**config.mk**
```make
export PLATFORM = sky130hd
export DESIGN_NAME = kulischAccumTop
export DESIGN_NICKNAME = d
export VERILOG_FILES = /design/src/common/kulischPkg.sv /design/src/accum/kulischAccumTop.sv /design/src/accum/kulischAccumulate.sv /design/src/accum/kulischConvertFixed.sv /design/src/logic/shiftLeftSticky.sv
export VERILOG_INCLUDE_DIRS = /design/src /design/src/common
export SDC_FILE = /design/constraint.sdc
export NUM_CORES = 1
export LEC_CHECK = 0
export BUFFER_PORTS_ARGS = -buffer_cell sky130_fd_sc_hd__buf_2
export CAP_MARGIN = 25
export CORE_MARGIN = 5
export CORE_UTILIZATION = 31
export DETAILED_ROUTE_END_ITERATION = 7
export SLEW_MARGIN = 15
export SYNTH_ARGS = -nofsm -noshare
export SYNTH_HDL_FRONTEND = slang
export SYNTH_SLANG_ARGS = --single-unit
```
**constraint.sdc**
```tcl
create_clock -name clk -period 6.1 [get_ports clk]
set_input_delay 0.305 -clock clk [delete_from_list [all_inputs] [get_ports clk]]
set_output_delay 0.305 -clock clk [all_outputs]
set_load 0.02 [all_outputs]
```
**src/common/kulisch_macros.svh**
```systemverilog
//--------------------------------------------------------------------------
// Field widths of the product and of the Kulisch accumulator
//--------------------------------------------------------------------------
`ifndef KULISCH_MACROS_SVH
`define KULISCH_MACROS_SVH

// Fraction bits of an incoming product smm.ffff
`define KULISCH_FRAC 8

// Exponent width, also the shift amount width
`define KULISCH_EXP 6

// Integer bits of the accumulator without the sign
`define KULISCH_ACC_NON_FRAC 13

// Fraction bits of the accumulator
`define KULISCH_ACC_FRAC 12

// Sign plus integer plus fraction bits of the accumulator
`define KULISCH_ACC_BITS (1 + `KULISCH_ACC_NON_FRAC + `KULISCH_ACC_FRAC)

// Shifter working width
// Product fraction bits hang below the accumulator LSB before truncation
`define KULISCH_EXT_BITS (`KULISCH_ACC_BITS + `KULISCH_FRAC)

`endif

```
**src/common/kulischPkg.sv**
```systemverilog
//--------------------------------------------------------------------------
// Types shared by the accumulator stages and the checker
//--------------------------------------------------------------------------
`include "kulisch_macros.svh"

package kulischPkg;

  // Accumulator word
  // Two's complement with sign, integer and fraction fields
  //   s iiiiiiiiiiiii ffffffffffff
  typedef logic signed [`KULISCH_ACC_BITS-1:0] accWordT;

  // Product from the multiplier
  // Two's complement smm.ffff with two integer bits below the sign
  typedef logic signed [3+`KULISCH_FRAC-1:0] productT;

  // Product exponent
  // Zero puts the product LSB KULISCH_FRAC places below the accumulator LSB
  typedef logic [`KULISCH_EXP-1:0] expT;

endpackage

```
**src/accum/kulischAccumTop.sv**
```systemverilog
//--------------------------------------------------------------------------
// Streaming Kulisch accumulator top
// Alignment stage followed by the summing stage, two cycles input to result
//--------------------------------------------------------------------------
module kulischAccumTop import kulischPkg::*; (
  input  logic    clk,
  input  logic    rst,
  input  logic    inValid,
  input  logic    inClear,
  input  expT     inExp,
  input  productT inFixed,
  input  logic    inInf,
  output logic    outValid,
  output accWordT sumBits,
  output logic    sumInf,
  output logic    sumOverflow,
  output logic    sumOverflowSign
);

  // Stage 1 to stage 2
  logic    convValid;
  logic    convClear;
  accWordT alignedBits;
  logic    alignedInf;
  logic    alignedOverflow;
  logic    alignedOverflowSign;

  // Alignment, truncation and overflow detection
  kulischConvertFixed convert_i (
    .clk                 (clk),
    .rst                 (rst),
    .inValid             (inValid),
    .inClear             (inClear),
    .inExp               (inExp),
    .inFixed             (inFixed),
    .inInf               (inInf),
    .convValid           (convValid),
    .convClear           (convClear),
    .alignedBits         (alignedBits),
    .alignedInf          (alignedInf),
    .alignedOverflow     (alignedOverflow),
    .alignedOverflowSign (alignedOverflowSign)
  );

  // Exact running sum
  kulischAccumulate accumulate_i (
    .clk                 (clk),
    .rst                 (rst),
    .convValid           (convValid),
    .convClear           (convClear),
    .alignedBits         (alignedBits),
    .alignedInf          (alignedInf),
    .alignedOverflow     (alignedOverflow),
    .alignedOverflowSign (alignedOverflowSign),
    .outValid            (outValid),
    .sumBits             (sumBits),
    .sumInf              (sumInf),
    .sumOverflow         (sumOverflow),
    .sumOverflowSign     (sumOverflowSign)
  );

endmodule

```
**src/accum/kulischAccumulate.sv**
```systemverilog
//--------------------------------------------------------------------------
// Stage 2: running exact sum with sticky inf and overflow flags
// Clear strobe loads the addend in place of adding it
//--------------------------------------------------------------------------
`include "kulisch_macros.svh"

module kulischAccumulate import kulischPkg::*; (
  input  logic    clk,
  input  logic    rst,
  input  logic    convValid,
  input  logic    convClear,
  input  accWordT alignedBits,
  input  logic    alignedInf,
  input  logic    alignedOverflow,
  input  logic    alignedOverflowSign,
  output logic    outValid,
  output accWordT sumBits,
  output logic    sumInf,
  output logic    sumOverflow,
  output logic    sumOverflowSign
);

  localparam int signPos = `KULISCH_ACC_BITS - 1;

  // Wrapping two's complement sum
  accWordT addResult;
  // Operand and result signs
  logic    sumSign;
  logic    addendSign;
  logic    resultSign;
  // Same-sign operands giving a result of the other sign
  logic    addOverflow;
  // Next overflow sign when the flag is still clear
  logic    firstOverflowSign;

  always_comb begin
    addResult  = sumBits + alignedBits;
    sumSign    = sumBits[signPos];
    addendSign = alignedBits[signPos];
    resultSign = addResult[signPos];

    addOverflow = (sumSign == addendSign) && (resultSign != sumSign);

    // Addend overflow wins when both happen on the same item
    if (alignedOverflow) begin
      firstOverflowSign = alignedOverflowSign;
    end else begin
      firstOverflowSign = sumSign;
    end
  end

  // Result strobe one cycle behind the aligned item
  always_ff @(posedge clk) begin
    if (rst) begin
      outValid <= 1'b0;
    end else begin
      outValid <= convValid;
    end
  end

  // Sum and sticky flags
  always_ff @(posedge clk) begin
    if (rst) begin
      sumBits         <= '0;
      sumInf          <= 1'b0;
      sumOverflow     <= 1'b0;
      sumOverflowSign <= 1'b0;
    end else if (convValid) begin
      if (convClear) begin
        // New sum from this item alone
        sumBits         <= alignedBits;
        sumInf          <= alignedInf;
        sumOverflow     <= alignedOverflow;
        sumOverflowSign <= alignedOverflowSign;
      end else begin
        sumBits <= addResult;
        sumInf  <= sumInf | alignedInf;
        // Sign is latched at the first overflow only
        if (!sumOverflow && (alignedOverflow || addOverflow)) begin
          sumOverflow     <= 1'b1;
          sumOverflowSign <= firstOverflowSign;
        end
      end
    end
  end

endmodule

```
**src/accum/kulischConvertFixed.sv**
```systemverilog
//--------------------------------------------------------------------------
// Stage 1: aligns a fixed-point product to the accumulator word
// Truncates the low fraction bits and flags overflow, then registers it
//--------------------------------------------------------------------------
`include "kulisch_macros.svh"

module kulischConvertFixed import kulischPkg::*; (
  input  logic    clk,
  input  logic    rst,
  input  logic    inValid,
  input  logic    inClear,
  input  expT     inExp,
  input  productT inFixed,
  input  logic    inInf,
  output logic    convValid,
  output logic    convClear,
  output accWordT alignedBits,
  output logic    alignedInf,
  output logic    alignedOverflow,
  output logic    alignedOverflowSign
);

  localparam int prodBits = $bits(productT);
  localparam int extBits  = `KULISCH_EXT_BITS;
  localparam int accBits  = `KULISCH_ACC_BITS;

  // Product sign
  logic                 fixedSign;
  // Product sign-extended to the shifter width
  //   sssssssssssssssssssssss smm.ffffffff
  logic [extBits-1:0]   fixedExtended;
  // After the exponent shift
  logic [extBits-1:0]   fixedShifted;
  // OR of the lost top bits, overflow test for positive values
  logic                 stickyOr;
  // AND of the lost top bits, overflow test for negative values
  logic                 stickyAnd;
  // Top accumulator-width bits of the shifted value
  accWordT              fixedTruncated;
  logic                 overflow;

  assign fixedSign     = inFixed[prodBits-1];
  assign fixedExtended = {{(extBits-prodBits){fixedSign}}, inFixed};

  shiftLeftSticky alignShift_i (
    .in        (fixedExtended),
    .shift     (inExp),
    .out       (fixedShifted),
    .stickyOr  (stickyOr),
    .stickyAnd (stickyAnd)
  );

  // Low KULISCH_FRAC bits fall below the accumulator LSB and are dropped
  assign fixedTruncated = fixedShifted[extBits-1 -: accBits];

  // Overflow when a bit unlike the sign left the top
  // or when the kept sign bit no longer matches the product sign
  always_comb begin
    if (fixedSign) begin
      overflow = !stickyAnd || !fixedTruncated[accBits-1];
    end else begin
      overflow = stickyOr || fixedTruncated[accBits-1];
    end
  end

  // Strobes follow the input by one cycle
  always_ff @(posedge clk) begin
    if (rst) begin
      convValid <= 1'b0;
      convClear <= 1'b0;
    end else begin
      convValid <= inValid;
      convClear <= inClear;
    end
  end

  // Aligned word and flags, captured with each accepted product
  always_ff @(posedge clk) begin
    if (inValid) begin
      alignedBits         <= fixedTruncated;
      alignedInf          <= inInf;
      alignedOverflow     <= overflow;
      alignedOverflowSign <= overflow && fixedSign;
    end
  end

endmodule

```
**src/logic/shiftLeftSticky.sv**
```systemverilog
//--------------------------------------------------------------------------
// Variable left shifter with OR and AND of the bits pushed out the top
//--------------------------------------------------------------------------
`include "kulisch_macros.svh"

module shiftLeftSticky import kulischPkg::*; (
  input  logic [`KULISCH_EXT_BITS-1:0] in,
  input  expT                          shift,
  output logic [`KULISCH_EXT_BITS-1:0] out,
  output logic                         stickyOr,
  output logic                         stickyAnd
);

  localparam int extWidth = `KULISCH_EXT_BITS;

  // Upper half of the double-width result catches the bits pushed out
  logic [2*extWidth-1:0] wideShifted;
  // Ones in the upper half mark positions actually reached by the shift
  logic [2*extWidth-1:0] wideMask;
  logic [extWidth-1:0]   lostBits;
  logic [extWidth-1:0]   lostMask;
  // Shift count at or past the width
  logic                  fullShift;

  always_comb begin
    fullShift   = (shift >= expT'(extWidth));
    wideShifted = {{extWidth{1'b0}}, in} << shift;
    wideMask    = {{extWidth{1'b0}}, {extWidth{1'b1}}} << shift;
    lostBits    = wideShifted[2*extWidth-1:extWidth];
    lostMask    = wideMask[2*extWidth-1:extWidth];

    if (fullShift) begin
      // Every input bit leaves the word
      out       = '0;
      stickyOr  = |in;
      stickyAnd = &in;
    end else begin
      out      = wideShifted[extWidth-1:0];
      // Zero padding above the lost bits keeps the OR exact
      stickyOr = |lostBits;
      // Unreached positions count as ones so the AND sees only lost bits
      // An empty set of lost bits gives one
      stickyAnd = &(lostBits | ~lostMask);
    end
  end

endmodule

```
* Word-level counts from Yosys, hierarchy flattened *
Index checks and enable logic that the tools add are counted.

storage, ports and cells
  bits in registers = 61
  latch bits = 0
  RAM bits = 0
  bits in read-only memories = 0
  bits of input ports = 22
  output and inout port bits = 30
  logic and storage cells = 47
  memories kept = 0

cells by class
  add/sub/neg operators = 1
  multipliers = 0
  div/mod/pow operators = 0
  $lt $le $gt $ge = 1
  equality and inequality tests = 2
  shift operators = 2
  multiplexer cells = 11
  bitwise gates (word level) = 3
  reductions and logical operators = 15

operators with widths
  kind                   number
  $shl 34x6->68          1
  $shl 34x6->68 const A  1
  $mux 34                1
  $not 34->34            1
  $or 34x34->34          1
  $reduce_and 34->1      1
  $reduce_or 34->1       1
  $add 26x26->26         1
  $mux 26                1
  $reduce_and 11->1      1
  $reduce_or 11->1       1
  $mux 1                 9
  $ge 6x6->1 const B     1
  $logic_and 1x1->1      3
  $logic_not 1->1        3
  $logic_or 1x1->1       3
  $reduce_and 2->1       1
  $reduce_bool 2->1      1
  $eq 1x1->1             1
  $ne 1x1->1             1
  $or 1x1->1             1

* Depth between registers and ports, before layout *
  word-level depth = 9
  mapped depth = 11
  gate-level depth less buffers = 11

* Cells and area by module *
From an unflattened synthesis, not the netlist that was laid out.

second synthesis, totals
  cell total of the unflattened synthesis = 953
  area total of the unflattened synthesis = 7593.5 um^2

modules (own cells, without submodules)
  module               times used  cells an instance  area an instance (um^2)  sequential area each (um^2)
  shiftLeftSticky      1           582                4012.6                   0.0
  kulischAccumulate    1           335                2638.8                   600.6
  kulischConvertFixed  1           36                 942.2                    910.9

* Least setup slack after synthesis *
OpenSTA, ideal clock, no wires.

  path kind = register -> register
  start = reg accumulate_i.sumBits[0]
  end = reg accumulate_i.sumBits[22]
  library setup time = 0.142 ns
  arrival = 2.634 ns
  data required time = 5.958 ns
  setup slack = 3.324 ns
  stages on the path, launching flop included = 12
  path buffers = 0
  period minus slack after synthesis = 2.776 ns
  path through = dfxtp_1 -> ha_1 -> inv_1 -> fa_1 -> nand2b_1 -> a21oi_1 -> a2111oi_4 -> o21ai_1 -> a211oi_2 -> or3_1 -> a311oi_1 -> a311oi_1

between the ends
  word-level cells in the longest chain between the ends = 2

RTL lines
  element                 RTL line                 source
  from (decl)             kulischAccumulate.sv:17  output accWordT sumBits,
  from (signal assigned)  kulischAccumulate.sv:71  sumBits <= alignedBits;
  from (signal assigned)  kulischAccumulate.sv:76  sumBits <= addResult;
  $add 26x26->26          kulischAccumulate.sv:37  addResult = sumBits + alignedBits;
  $mux 26                 kulischAccumulate.sv:69  if (convClear) begin

Every way passes these cells.
A chain may end at the register's enable or synchronous reset.

* Worst setup path in the final report *
  start = reg convert_i.alignedBits[1]
  end = reg accumulate_i.sumOverflowSign

between the ends
  word-level cells in the longest chain between the ends = 7

RTL lines
  element                      RTL line                   source
  from (decl)                  kulischConvertFixed.sv:17  output accWordT alignedBits,
  from (signal assigned)       kulischConvertFixed.sv:80  alignedBits <= fixedTruncated;
  $add 26x26->26               kulischAccumulate.sv:37
  $ne 1x1->1                   kulischAccumulate.sv:42    addOverflow = (sumSign == addendSign) && (resultSign != sumSign);
  $logic_and 1x1->1            kulischAccumulate.sv:42
  $logic_or 1x1->1             kulischAccumulate.sv:79    if (!sumOverflow && (alignedOverflow || addOverflow)) begin
  $logic_and 1x1->1            kulischAccumulate.sv:79
  $reduce_bool 2->1 (no line)  n/a
  $reduce_and 2->1 (no line)   n/a
  to (signal assigned)         kulischAccumulate.sv:74    sumOverflowSign <= alignedOverflowSign;
  to (signal assigned)         kulischAccumulate.sv:81    sumOverflowSign <= firstOverflowSign;
  to (decl)                    kulischAccumulate.sv:20    output logic sumOverflowSign

Every way passes these cells.

==> results.ini <==
[run_status]
status = finished clean

[logic_synthesis]
ys_warn_count = 0
synth_edf_count = 29
syn-cell-area_sq_um = 5370
yosys.cell_count.top_type = nor2_1
synth_cells = 653
synth_top_area_cell = edfxtp_1
synth_ff_type = dfxtp_1
syn_nets = 701
synth_cell_types = 82
ys_seq_elements = 61
syn-mean-instance-area_sq_um = 8.23
yosys-top-cells-count = nor2_1, a21oi_1, nand2_1
ys_top_cells_by_area = edfxtp_1, dfxtp_1, ha_1
synth.top_cell.area_share = 0.162
synthArstFlopShare = 0
ys_seq_area_frac = 0.281

[critical_path]
required_ps = 6320
critPathBufInv = 0
timing.rr.start = convert_i.alignedBits[1]
cp_data_arrival_time_ps = 3250
crit_chain = ha_1 -> a211oi_1 -> o211ai_1 -> a21oi_1 -> nor4_1 -> o22ai_1 -> mux2_1 -> o311a_1 -> o221a_1
max_stage_delay_ps = 440
cp-startpoint = convert_i.alignedBits[1]
start_kind = flop
path_delay_family = compound AO/OA/AOI/OAI gates
crit_fanout = 6
endpoint_kind = flop
crit_type = reg2reg
slowest_stage = a21oi_1

[layout]
final_nets = 721
fillCellCount = 1832
seq_area_sq_um = 1510
instances_no_fill = 903
diodes = 0
drive_above_1_share = 0.149
reg.largest.list = accumulate_i.sumBits: 26 flops, convert_i.alignedBits: 26 flops
multi_input_comb_area_sq_um = 3610
synthToLayoutAreaGrowth_pct = 12.5

[grt]
grt_pass1_vias = 4784
antenna_found_initial = 0
grt_start_max_net_pins = 59
grt_overflow = 0
grt_use_total = 0.150
grt_pass1_wl_um = 24600

[pwr]
p_leak_nw = 2.31
power.internal_w = 0.000963
p_sw_frac = 0.339
clkPwrFrac = 0.346
netSwitchingPower_w = 0.000495
power_frac_seq = 0.340
comb_power_share = 0.314
peakVddDrop_mv = 0.134
powerDensity_nw_per_um2 = 241

[clock_network]
clock_path_buffers = 2
cts.sinks = 61
cts.clk_slew.worst_paths_ps = 50
cts_tree = done
cts-root-buf = clkbuf_16
cts_resized = 0
post_cts.repair.setup_buffers = 0
cts_made_buffers = 9
hold_buffers = 0
cts_max_level = 3
clk_latency_ps = 340

[detailed_routing]
avgViaCountPerCell = 5.71
drtIter0Drc = 748
routed_wirelength_um = 15000
ant_nets = 0
avgRoutedWirePerCell_um = 16.6
drc = 0
vias = 5158
drtPass1Iterations = 5

[floorplanning]
num_rows = 48
dieArea_sq_um = 20100
die_height_um = 142
coreArea_sq_um = 17200
start_util = 0.313
dieWidth_um = 142
ios = 52

[sta]
finalSetupViolations = 0
worst_pin_slew_ps = 824
fin_crit_sh = 0.496
finClkSkew_ps = 5.24
slew_viol_final = 0
whs_ps = 149
finalSetupTns_ps = 0
fin_ws_ps = 3070
max_slew_margin = 0.451
rsz0062_at_grt = no
clock.fmax_mhz = 330
final_hold_viol_count = 0
fin_crit_ps = 3030

[placed_design]
gp_congestion = 0.927
placed_cells = 886
port_buffers = 51
dpl.hpwl_um = 10800
pre_cts_ws_ps = 2900

[run]
drv_cap = 0

[min_path]
hold_start = inInf
hold_class = in2reg

## power groups by stage
stage,registers [W],clock network (W),logic [W]
after global placement,0.000509,0,0.000446
after global routing,0.000501,0.000532,0.000508
final,0.000496,0.000504,0.000458
after detailed placement,0.000508,0,0.000446
after floorplan,0.000514,0,0.000328
after CTS,0.000500,0.000517,0.000448
## cell families after synthesis
group | Yosys count | synth area share
simple gates | 235 | 0.214
flops | 61 | 0.281
mux | 28 | 0.0766
compound gates | 228 | 0.294
fa+ha+maj | 26 | 0.0620
buf+inv | 59 | 0.0459
xor+xnor | 16 | 0.0261
## layer usage
metal	global-route usage	vias up	part of all wire
li1	-	2539	-
met1	0.213	2365	0.47
met2	0.220	218	0.43
met3	0.0276	36	0.068
met4	0.0682	0	0.026
met5	0	-	0
## final timing paths
kind,cells past startpoint,end,slack [ps]
worst max-delay path,9,accumulate_i.sumOverflowSign,3070
worst min-delay path,1,convert_i.alignedInf,150
worst max register to register,9,accumulate_i.sumOverflowSign,3070
worst min register to register,2,accumulate_i.sumOverflow,470
## layout by cell type (no fill, tap or decap), types with 6 or more instances in the layout
cell,count
a21o_1,13
buf_2,51
o22ai_1,10
inv_1,13
xnor2_1,8
ha_1,25
nor2_1,82
a31oi_1,8
nor2b_1,11
and2_1,6
o211ai_1,16
a211oi_1,16
clkbuf_16,9
a21oi_1,54
mux2i_1,12
nand4_1,6
or2_2,6
nand3_1,13
xor2_1,8
edfxtp_1,29
dfxtp_1,30
nand2b_1,11
nor3_1,12
o21ai_0,37
o21a_1,7
nand2_1,54
## cell type report
cell class                 count  share of cell area
sequential                    61               0.251
tap                          225              0.0466
multi-input combinational    533               0.598
inverter                      15             0.00932
clock buffer                  10              0.0379
timing repair buffer          53              0.0468
clock inverter                 6              0.0106
## per-stage QoR
stage	power, W	utilization	cell area (sq um)
after floorplan	0.000841	-	5370
after global placement	0.000955	0.333	5730
after detailed placement	0.000954	0.333	5730
after CTS	0.00147	0.351	6020
after global routing	0.00154	0.352	6040
final	0.00146	0.352	6040
Note: power is estimated with default switching activity, not from simulation.
